### src/include/mips_config.svh
`ifndef MIPS_CONFIG_SVH
`define MIPS_CONFIG_SVH

`define MIPS_DATA_W    32
`define MIPS_REG_W     5
`define MIPS_NUM_REGS  32

// primary opcodes
`define MIPS_OP_RTYPE  6'h00
`define MIPS_OP_ADDI   6'h08
`define MIPS_OP_SLTI   6'h0a
`define MIPS_OP_ANDI   6'h0c
`define MIPS_OP_ORI    6'h0d
`define MIPS_OP_LUI    6'h0f

// R-type funct field
`define MIPS_FN_ADD    6'h20
`define MIPS_FN_SUB    6'h22
`define MIPS_FN_AND    6'h24
`define MIPS_FN_OR     6'h25
`define MIPS_FN_SLT    6'h2a

`endif

### src/verilog/mips_pkg.sv
`include "mips_config.svh"

package mips_pkg;

    // alu operations
    typedef enum logic [2:0] {
        ALU_ADD = 3'd0,
        ALU_SUB = 3'd1,
        ALU_AND = 3'd2,
        ALU_OR  = 3'd3,
        ALU_SLT = 3'd4,
        ALU_LUI = 3'd5
    } alu_op_t;

    // control bits consumed in execute
    typedef struct packed {
        logic    reg_write;
        // immediate as operand b
        logic    alu_src;
        alu_op_t alu_op;
    } ex_ctrl_t;

    // decode to execute record
    typedef struct packed {
        logic                    valid;
        ex_ctrl_t                ctrl;
        // source numbers kept for forwarding
        logic [`MIPS_REG_W-1:0]  rs;
        logic [`MIPS_REG_W-1:0]  rt;
        // final destination with reg_dst already resolved
        logic [`MIPS_REG_W-1:0]  dest;
        logic [`MIPS_DATA_W-1:0] data_a;
        logic [`MIPS_DATA_W-1:0] data_b;
        // sign- or zero-extended already
        logic [`MIPS_DATA_W-1:0] immediate;
    } id_ex_t;

    // execute to writeback record that is valid only when it writes
    typedef struct packed {
        logic                    valid;
        logic [`MIPS_REG_W-1:0]  dest;
        logic [`MIPS_DATA_W-1:0] result;
    } ex_wb_t;

endpackage

### src/verilog/execute_stage.sv
`timescale 1ns/1ps

`include "mips_config.svh"

module execute_stage (
    input  mips_pkg::id_ex_t id_ex,
    input  mips_pkg::ex_wb_t ex_wb,
    output mips_pkg::ex_wb_t result
);
    import mips_pkg::*;

    logic                    fwd_ok;
    logic                    fwd_a;
    logic                    fwd_b;
    logic [`MIPS_DATA_W-1:0] op_a;
    logic [`MIPS_DATA_W-1:0] rt_val;
    logic [`MIPS_DATA_W-1:0] op_b;
    logic [`MIPS_DATA_W-1:0] alu_out;
    logic                    lt;

    // the instruction one ahead sits in ex/wb
    assign fwd_ok = ex_wb.valid && (ex_wb.dest != '0);
    assign fwd_a  = fwd_ok && (ex_wb.dest == id_ex.rs);
    assign fwd_b  = fwd_ok && (ex_wb.dest == id_ex.rt);

    assign op_a   = fwd_a ? ex_wb.result : id_ex.data_a;
    assign rt_val = fwd_b ? ex_wb.result : id_ex.data_b;

    // immediate replaces rt for i-type
    assign op_b   = id_ex.ctrl.alu_src ? id_ex.immediate : rt_val;

    // signed compare
    assign lt     = $signed(op_a) < $signed(op_b);

    always_comb begin
        case (id_ex.ctrl.alu_op)
            ALU_ADD: alu_out = op_a + op_b;
            ALU_SUB: alu_out = op_a - op_b;
            ALU_AND: alu_out = op_a & op_b;
            ALU_OR:  alu_out = op_a | op_b;
            ALU_SLT: alu_out = {{(`MIPS_DATA_W-1){1'b0}}, lt};
            // upper half already placed by the decoder
            ALU_LUI: alu_out = id_ex.immediate;
            default: alu_out = '0;
        endcase
    end

    assign result = '{
        valid:  id_ex.valid && id_ex.ctrl.reg_write,
        dest:   id_ex.dest,
        result: alu_out
    };

endmodule

### src/verilog/instr_decoder.sv
`timescale 1ns/1ps

`include "mips_config.svh"

module instr_decoder (
    input  logic [`MIPS_DATA_W-1:0] instr,
    input  logic                    instr_valid,
    output mips_pkg::id_ex_t        dec,
    output logic [`MIPS_REG_W-1:0]  rs,
    output logic [`MIPS_REG_W-1:0]  rt
);
    import mips_pkg::*;

    logic [5:0]             opcode;
    logic [5:0]             funct;
    logic [`MIPS_REG_W-1:0] rd;
    logic [15:0]            imm16;
    logic [`MIPS_REG_W-1:0] dest;
    logic                   legal;

    // instruction fields
    assign opcode = instr[31:26];
    assign rs     = instr[25:21];
    assign rt     = instr[20:16];
    assign rd     = instr[15:11];
    assign funct  = instr[5:0];
    assign imm16  = instr[15:0];

    always_comb begin
        dec   = '0;
        legal = 1'b1;
        // i-type writes rt
        dest  = rt;
        case (opcode)
            `MIPS_OP_RTYPE: begin
                dest = rd;
                case (funct)
                    `MIPS_FN_ADD: dec.ctrl.alu_op = ALU_ADD;
                    `MIPS_FN_SUB: dec.ctrl.alu_op = ALU_SUB;
                    `MIPS_FN_AND: dec.ctrl.alu_op = ALU_AND;
                    `MIPS_FN_OR:  dec.ctrl.alu_op = ALU_OR;
                    `MIPS_FN_SLT: dec.ctrl.alu_op = ALU_SLT;
                    default:      legal = 1'b0;
                endcase
            end
            `MIPS_OP_ADDI, `MIPS_OP_SLTI: begin
                dec.ctrl.alu_src = 1'b1;
                dec.ctrl.alu_op  = (opcode == `MIPS_OP_ADDI) ? ALU_ADD : ALU_SLT;
                dec.immediate    = {{(`MIPS_DATA_W-16){imm16[15]}}, imm16};
            end
            `MIPS_OP_ANDI, `MIPS_OP_ORI: begin
                dec.ctrl.alu_src = 1'b1;
                dec.ctrl.alu_op  = (opcode == `MIPS_OP_ANDI) ? ALU_AND : ALU_OR;
                dec.immediate    = {{(`MIPS_DATA_W-16){1'b0}}, imm16};
            end
            `MIPS_OP_LUI: begin
                dec.ctrl.alu_src = 1'b1;
                dec.ctrl.alu_op  = ALU_LUI;
                dec.immediate    = {imm16, {(`MIPS_DATA_W-16){1'b0}}};
            end
            default: legal = 1'b0;
        endcase

        // idle, illegal and r0 destination all become bubbles
        dec.valid          = instr_valid && legal && (dest != '0);
        dec.ctrl.reg_write = dec.valid;
        dec.rs             = rs;
        dec.rt             = rt;
        dec.dest           = dest;
    end

endmodule

### src/verilog/mips_exec_core.sv
`timescale 1ns/1ps

`include "mips_config.svh"

module mips_exec_core (
    input  logic                    i_clock,
    input  logic                    reset,
    input  logic [`MIPS_DATA_W-1:0] instr,
    input  logic                    instr_valid,
    output logic                    wb_valid,
    output logic [`MIPS_REG_W-1:0]  wb_dest,
    output logic [`MIPS_DATA_W-1:0] wb_data
);
    import mips_pkg::*;

    id_ex_t                  dec;
    id_ex_t                  id_ex_d;
    id_ex_t                  id_ex_q;
    ex_wb_t                  ex_wb_d;
    ex_wb_t                  ex_wb_q;
    logic [`MIPS_REG_W-1:0]  rs;
    logic [`MIPS_REG_W-1:0]  rt;
    logic [`MIPS_DATA_W-1:0] rs_data;
    logic [`MIPS_DATA_W-1:0] rt_data;

    instr_decoder instr_decoder_inst (
        .instr       (instr),
        .instr_valid (instr_valid),
        .dec         (dec),
        .rs          (rs),
        .rt          (rt)
    );

    reg_file reg_file_inst (
        .i_clock (i_clock),
        .reset   (reset),
        .rs_addr (rs),
        .rt_addr (rt),
        .rs_data (rs_data),
        .rt_data (rt_data),
        .wb      (ex_wb_q)
    );

    // decode record plus register operands
    assign id_ex_d = '{
        valid:     dec.valid,
        ctrl:      dec.ctrl,
        rs:        dec.rs,
        rt:        dec.rt,
        dest:      dec.dest,
        data_a:    rs_data,
        data_b:    rt_data,
        immediate: dec.immediate
    };

    pipe_reg #(.payload_t(id_ex_t)) id_ex_reg (
        .i_clock (i_clock),
        .reset   (reset),
        .d       (id_ex_d),
        .q       (id_ex_q)
    );

    execute_stage execute_stage_inst (
        .id_ex  (id_ex_q),
        .ex_wb  (ex_wb_q),
        .result (ex_wb_d)
    );

    pipe_reg #(.payload_t(ex_wb_t)) ex_wb_reg (
        .i_clock (i_clock),
        .reset   (reset),
        .d       (ex_wb_d),
        .q       (ex_wb_q)
    );

    assign wb_valid = ex_wb_q.valid;
    assign wb_dest  = ex_wb_q.dest;
    assign wb_data  = ex_wb_q.result;

endmodule

### src/verilog/pipe_reg.sv
`timescale 1ns/1ps

// one stage boundary carrying a whole stage record
module pipe_reg #(
    parameter type payload_t = logic
) (
    input  logic     i_clock,
    input  logic     reset,
    input  payload_t d,
    output payload_t q
);

    // clearing the record drops its valid bit
    always_ff @(posedge i_clock) begin
        if (reset) begin
            q <= '0;
        end else begin
            q <= d;
        end
    end

endmodule

### src/verilog/reg_file.sv
`timescale 1ns/1ps

`include "mips_config.svh"

module reg_file (
    input  logic                    i_clock,
    input  logic                    reset,
    input  logic [`MIPS_REG_W-1:0]  rs_addr,
    input  logic [`MIPS_REG_W-1:0]  rt_addr,
    output logic [`MIPS_DATA_W-1:0] rs_data,
    output logic [`MIPS_DATA_W-1:0] rt_data,
    input  mips_pkg::ex_wb_t        wb
);
    logic [`MIPS_DATA_W-1:0] regs [`MIPS_NUM_REGS];
    logic                    wr_en;

    // r0 never gets written
    assign wr_en = wb.valid && (wb.dest != '0);

    always_ff @(posedge i_clock) begin
        if (reset) begin
            for (int i = 0; i < `MIPS_NUM_REGS; i++) begin
                regs[i] <= '0;
            end
        end else if (wr_en) begin
            regs[wb.dest] <= wb.result;
        end
    end

    // write-through bypass lets the instruction two behind see the result
    assign rs_data = (rs_addr == '0)                  ? '0        :
                     (wr_en && (wb.dest == rs_addr))  ? wb.result :
                                                        regs[rs_addr];

    assign rt_data = (rt_addr == '0)                  ? '0        :
                     (wr_en && (wb.dest == rt_addr))  ? wb.result :
                                                        regs[rt_addr];

endmodule
### config.mk
export PLATFORM = sky130hd
export DESIGN_NAME = mips_exec_core
export DESIGN_NICKNAME = d
export VERILOG_FILES = /design/src/verilog/mips_pkg.sv /design/src/verilog/execute_stage.sv /design/src/verilog/instr_decoder.sv /design/src/verilog/mips_exec_core.sv /design/src/verilog/pipe_reg.sv /design/src/verilog/reg_file.sv
export VERILOG_INCLUDE_DIRS = /design/src /design/src/include
export SDC_FILE = /design/constraint.sdc
export NUM_CORES = 2
export LEC_CHECK = 0
export ABC_AREA = 0
export BUFFER_PORTS_ARGS = -buffer_cell sky130_fd_sc_hd__buf_2
export CORE_MARGIN = 8
export CORE_UTILIZATION = 55
export DETAILED_ROUTE_END_ITERATION = 10
export PLACE_DENSITY = 0.71
export SETUP_SLACK_MARGIN = 0.1
export SYNTH_ARGS = -nofsm -noshare
export SYNTH_HDL_FRONTEND = slang
export SYNTH_SLANG_ARGS = --single-unit
### constraint.sdc
create_clock -name i_clock -period 5.5 [get_ports i_clock]
set_input_delay 1.1 -clock i_clock [delete_from_list [all_inputs] [get_ports i_clock]]
set_output_delay 1.1 -clock i_clock [all_outputs]
set_load 0.005 [all_outputs]
### Word-level counts from Yosys, hierarchy flattened

Memory sizes are Yosys's and may differ from the RTL's. A register that Yosys moved wholly into a read port is not among the register bits.
Cells that the tools add are included.
Widths: inputs -> output; s select.

* bits in registers: 90
* RAM bits: 1024
* word-level logic and storage cells: 72
* memories kept: 1

* reduce and logical (&&, ||, !) cells: 18
* $add $sub $neg: 2
* bitwise operators: 2
* $lt $le $gt $ge: 1
* equal/unequal tests: 17
* mux-type cells: 21

Memory list
* reg_file_inst.regs: words 32, bits a word 32, read ports 2, clocked after memory_dff 2, wr ports 32, RTL line reg_file.sv:14 `` logic [`MIPS_DATA_W-1:0] regs [`MIPS_NUM_REGS]; ``

Operator list (count)
* $pmux 32 s6: 1
* $mux 32: 4
* $pmux 32 s3: 1
* $add 32x32->32: 1
* $and 32x32->32: 1
* $lt 32x32->1: 1
* $or 32x32->32: 1
* $reduce_or 32->1: 1
* $sub 32x32->32: 1
* $eq 6x4->1 const B: 5
* $eq 6x6->1 const B: 5
* $pmux 3 s4: 2
* $eq 5x5->1: 2
* $logic_not 5->1: 2
* $mux 5: 2
* $reduce_bool 5->1: 2
* $reduce_or 5->1: 2
* $mux 1: 9
* $reduce_or 2->1: 4
* $eq 3x2->1 const B: 2
* $eq 3x3->1 const B: 2
* $logic_not 6->1: 1
* $logic_and 1x1->1: 5
* $eq 3x1->1 const B: 1
* other kinds (3): 3

### Depth between registers and ports, before layout

* depth after elaboration: 7
* depth in mapped cells: 19
* mapped depth without buffers: 17

### By module

A second synthesis with hierarchy kept.

* cell total of the unflattened synthesis: 5313
* area total of the unflattened synthesis: 67574.8 µm²

By module, submodules not included
* reg_file: instances 1, sequential area each 30749.5 µm², area each 55723.4 µm², cells each 3918
* execute_stage: instances 1, sequential area each 0.0 µm², area each 6224.7 µm², cells each 908
* pipe_reg at id_ex_reg: instances 1, sequential area each 2342.2 µm², area each 3225.6 µm², cells each 247
* pipe_reg at ex_wb_reg: instances 1, sequential area each 760.7 µm², area each 1212.4 µm², cells each 80
* instr_decoder: instances 1, sequential area each 0.0 µm², area each 1188.6 µm², cells each 160

### Least setup slack after synthesis

OpenSTA, ideal clock, no wires.

* path kind: flip-flop to flip-flop
* start: register ex_wb_reg.q[32] in the netlist's numbering
* end: register ex_wb_reg.q[14] in the netlist's numbering
* clock period less this slack: 4.296 ns
* required time: 5.421 ns
* cell stages (with the launch flop): 20
* data arrival time: 4.217 ns
* slack: 1.204 ns
* library setup time: 0.079 ns
* cells stage by stage: dfxtp_1 clkbuf_1 xnor2_1 nand3_1 nor4_2 buf_2 mux2i_1 o21ai_1 ha_1 inv_1 fa_1 nand2b_1 a211oi_2 nor2_1 o221ai_1 a21o_1 a21o_1 a41oi_1 or4_1 o211ai_1

* word-level cells in the longest chain between the ends: 7
* elaborated cells on any way between the ends: 14
* classes of those cells: 2 x add/sub; 2 x eq/ne; 4 x mux; 2 x bitwise; 4 x reduce/logical

Ends and longest elaborated chain
* start: declaration: RTL line pipe_reg.sv:10 `output payload_t q`
* start signal: assignment: RTL line pipe_reg.sv:16 `q <= '0;`
* start signal: assignment: RTL line pipe_reg.sv:18 `q <= d;`
* $reduce_bool 5->1: RTL line execute_stage.sv:22 `assign fwd_ok = ex_wb.valid && (ex_wb.dest != '0);`
* $logic_and 1x1->1: RTL line execute_stage.sv:22
* $logic_and 1x1->1: RTL line execute_stage.sv:24 `assign fwd_b = fwd_ok && (ex_wb.dest == id_ex.rt);`
* $mux 32: RTL line execute_stage.sv:27 `assign rt_val = fwd_b ? ex_wb.result : id_ex.data_b;`
* $mux 32: RTL line execute_stage.sv:30 `assign op_b = id_ex.ctrl.alu_src ? id_ex.immediate : rt_val;`
* $sub 32x32->32 (tied with other cells): RTL line execute_stage.sv:38 `ALU_SUB: alu_out = op_a - op_b;`
* $pmux 32 s6 *: RTL line execute_stage.sv:36 `case (id_ex.ctrl.alu_op)`

Mark *: on every way between the ends. The rest lies on a longest branch, timed or not.
A chain may end at the register's enable or synchronous reset.

### Final worst setup path

* start: register ex_wb_reg.q[35] in the netlist's numbering
* end: register ex_wb_reg.q[27] in the netlist's numbering

Same word-level chain as after synthesis.

==> results.ini <==
[global_route]
grt_pass1_vias = 47000
overflow = 0
grt_pass1_wl_mm = 337
track_usage_pct = 35.6
grt_max_degree = 78
grt_antenna_before_repair = 15

[placement]
dp_hpwl_mm = 143
port_buffers = 72
place.gp.congestion = 0.965
dpl_cell_area_um2 = 68800

[worst_setup_path]
cp.required_ns = 6.14
path_cells = or3_1 -> o31ai_2 -> nor4_4 -> buf_4 -> mux2i_1 -> o21ai_1 -> inv_1 -> ha_1 -> o21bai_2 -> a21oi_4 -> o31ai_4 -> a311oi_4 -> a211o_1 -> o311a_1 -> o21ai_1 -> a2111oi_0 -> a311oi_1
cp_common_cell = o21ai_1
slowest_stage = or3_1
cp-end-kind = flip-flop
cp_num_buf_inv = 2
cp.arrival_ns = 5.47
crit_type = flip-flop to flip-flop
worst-path-max-fanout = 11
crit_family = compound AO/OA/AOI/OAI gates
startpoint_type = flip-flop
cpPeakStageDelay_ns = 0.53

[yosys]
synth_edf_count = 1024
netlist_area_um2 = 66000
ys_ff_latch = 1178
synth_top_cell_by_area = edfxtp_1
ys_top_cells_by_count = 1,024 x edfxtp_1, 1,011 x and2_1, 374 x clkbuf_1
synth.area.top_cells = edfxtp_1 47%, mux4_2 12%, and2_1 9.6%, mux2i_1 5.1%, dfxtp_1 4.7%
ys.flop_type = edfxtp_1
yosysUniqueCellTypes = 90
synth_warnings = 0
ys_seq_area_share_pct = 51.3
synth_top_area_share_pct = 46.6
syn_avg_cell_area_um2 = 12.5
synth.most_common_cell = edfxtp_1
synth_async_sr_flop_share_pct = 0
syn_inst = 5288

[final_layout]
drive_gt1_share_pct = 19.6
nFillCells = 9127
finish.net_count = 5367
area_growth_pct = 10.7
stdcell_area_um2 = 73000

[sta]
holdWs_ns = 0.459
tns_ns = 0
maxSlewHeadroom_pct = 16.1
hold_viol = 0
fmax_mhz = 207
fin_crit_sh_pct = 87.7
tightest_slew_ns = 1.26
final-max-slew-violation-count = 0
min_period_ns = 4.82
rsz0062_at_grt = false
setup_violations = 0
finClkSkew_ns = 0.0259

[route]
post_drt_wl_per_cell_um = 34.4
drt-total-wl_mm = 239
ant_nets = 0
via_per_inst = 6.95
drt_iter0_drc = 7596
first_pass_iters = 6
drc_errors = 0
vias = 48300

[cts]
cts.repair.resized = 0
cts_tree = done
cts_root_buf = clkbuf_16
htree_num_levels = 4
clk_pin_slew_ns = 0.06
cts.sink_count = 1178
cts_inserted_buffers = 130
cts-hold-fix-buffers = 0
post_cts_buffers = 0
cts_max_path_buffers = 3
clock_latency_ns = 0.78

[power_and_ir_drop]
total_power_w = 0.0223
peakVddDrop_mv = 0.243
powerDensity_nw_per_um2 = 306
power.leakage_nw = 26.9

[floorplanning]
die_w_um = 362
die-area_um2 = 131000
num_rows = 127
start_util_pct = 55.2
die_h_um = 362
io_pins = 73
core_um2 = 119000

[job]
maxCapViolCount = 0

[outcome]
status = finished clean

[worst_hold_path]
hp-class = flip-flop to flip-flop

==> metal layers <==
metal | wire length (µm) | up-vias | GRT usage (%)
li1 | - | 19600 | -
met1 | 84100 | 23900 | 45.3
met2 | 105000 | 3823 | 53.5
met3 | 32700 | 904 | 11.0
met4 | 17100 | 10 | 21.5
met5 | 184 | - | 0
==> worst register-to-register path: cells and delay by family (launching register included) <==
kind	cells	cell delay, ns
AO/OA/AOI/OAI	11	2.92
adder cells (fa/ha/maj)	1	0.23
AND/OR/NAND/NOR	2	0.68
flip-flops	1	0.30
buffers and inverters	2	0.41
multiplexers	1	0.16
==> path summary, 6_finish.rpt <==
check	slack, ns	start	endpoint	cells after the start
setup / recovery	0.68	ex_wb_reg.q[35]$_SDFF_PP0_	ex_wb_reg.q[27]$_SDFF_PP0_	17
setup reg to reg	0.68	ex_wb_reg.q[35]$_SDFF_PP0_	ex_wb_reg.q[27]$_SDFF_PP0_	17
hold reg to reg	0.46	id_ex_reg.q[115]$_SDFF_PP0_	ex_wb_reg.q[37]$_SDFF_PP0_	1
hold / removal	0.46	id_ex_reg.q[115]$_SDFF_PP0_	ex_wb_reg.q[37]$_SDFF_PP0_	1
==> logic make-up after synthesis <==
kind of cell               share of synthesized area, %
adders and majority gates                          2.03
and+or+nand+nor                                    13.7
other                                           0.00568
muxes                                              19.2
buffers and inverters                              3.73
DFF                                                51.3
AOI/OAI and AO/OA                                  9.50
xor gates and xnor gates                          0.531
==> through the flow <==
stage	worst slack [ns]	instances	utilization [%]
floorplan	1.20	5319	-
global placement	0.891	6706	57.6
detailed placement	0.748	6706	57.6
CTS	0.731	6936	61.1
global route	0.356	6938	61.1
finish	0.676	6946	61.1
==> cell usage in the layout (no fill, tap or decap), drive strengths merged, types with 9 or more instances in the layout <==
master and n:
a211oi 45, a21o 25, a21oi 233, a221oi 97, a222oi 9, a22oi 82
a31oi 11, and2 1011, buf 282, bufinv 10, clkbuf 190, clkinv 25
conb 32, dfxtp 154, diode 10, edfxtp 1024, ha 104, inv 109
mux2 123, mux2i 336, mux4 351, nand2 174, nand2b 28, nand3 19
nand4 14, nor2 228, nor2b 29, nor3 23, nor4 11, o211ai 94
o21ai 195, o21bai 12, o221ai 30, o22ai 32, o31ai 12, or2 39
xnor2 28, xor2 12
==> power breakdown <==
part	internal, W	switching, W	total, W
clock	0.00513	0.00362	0.00875
sequential	0.0100	0.000200	0.0102
combinational	0.00116	0.00218	0.00334
total	0.0163	0.00600	0.0223
==> registers in the layout, indices dropped and copies added, names as in the netlist <==
name and count:
ex_wb_reg.q 38, id_ex_reg.q 116, reg_file_inst.regs 1024
==> layout make-up <==
| class | count | area (µm²) | area share (%) |
|---|---|---|---|
| clock inverters | 40 | 459 | 0.629 |
| flip-flops and latches | 1178 | 33800 | 46.4 |
| clock buffers | 190 | 3700 | 5.08 |
| well taps | 1612 | 2020 | 2.76 |
| inverters | 106 | 398 | 0.545 |
| repair buffers | 282 | 2450 | 3.36 |
| multi-input cells | 3528 | 30100 | 41.2 |
| diodes | 10 | 25.0 | 0.0343 |
(Power assumes the default switching activity.)
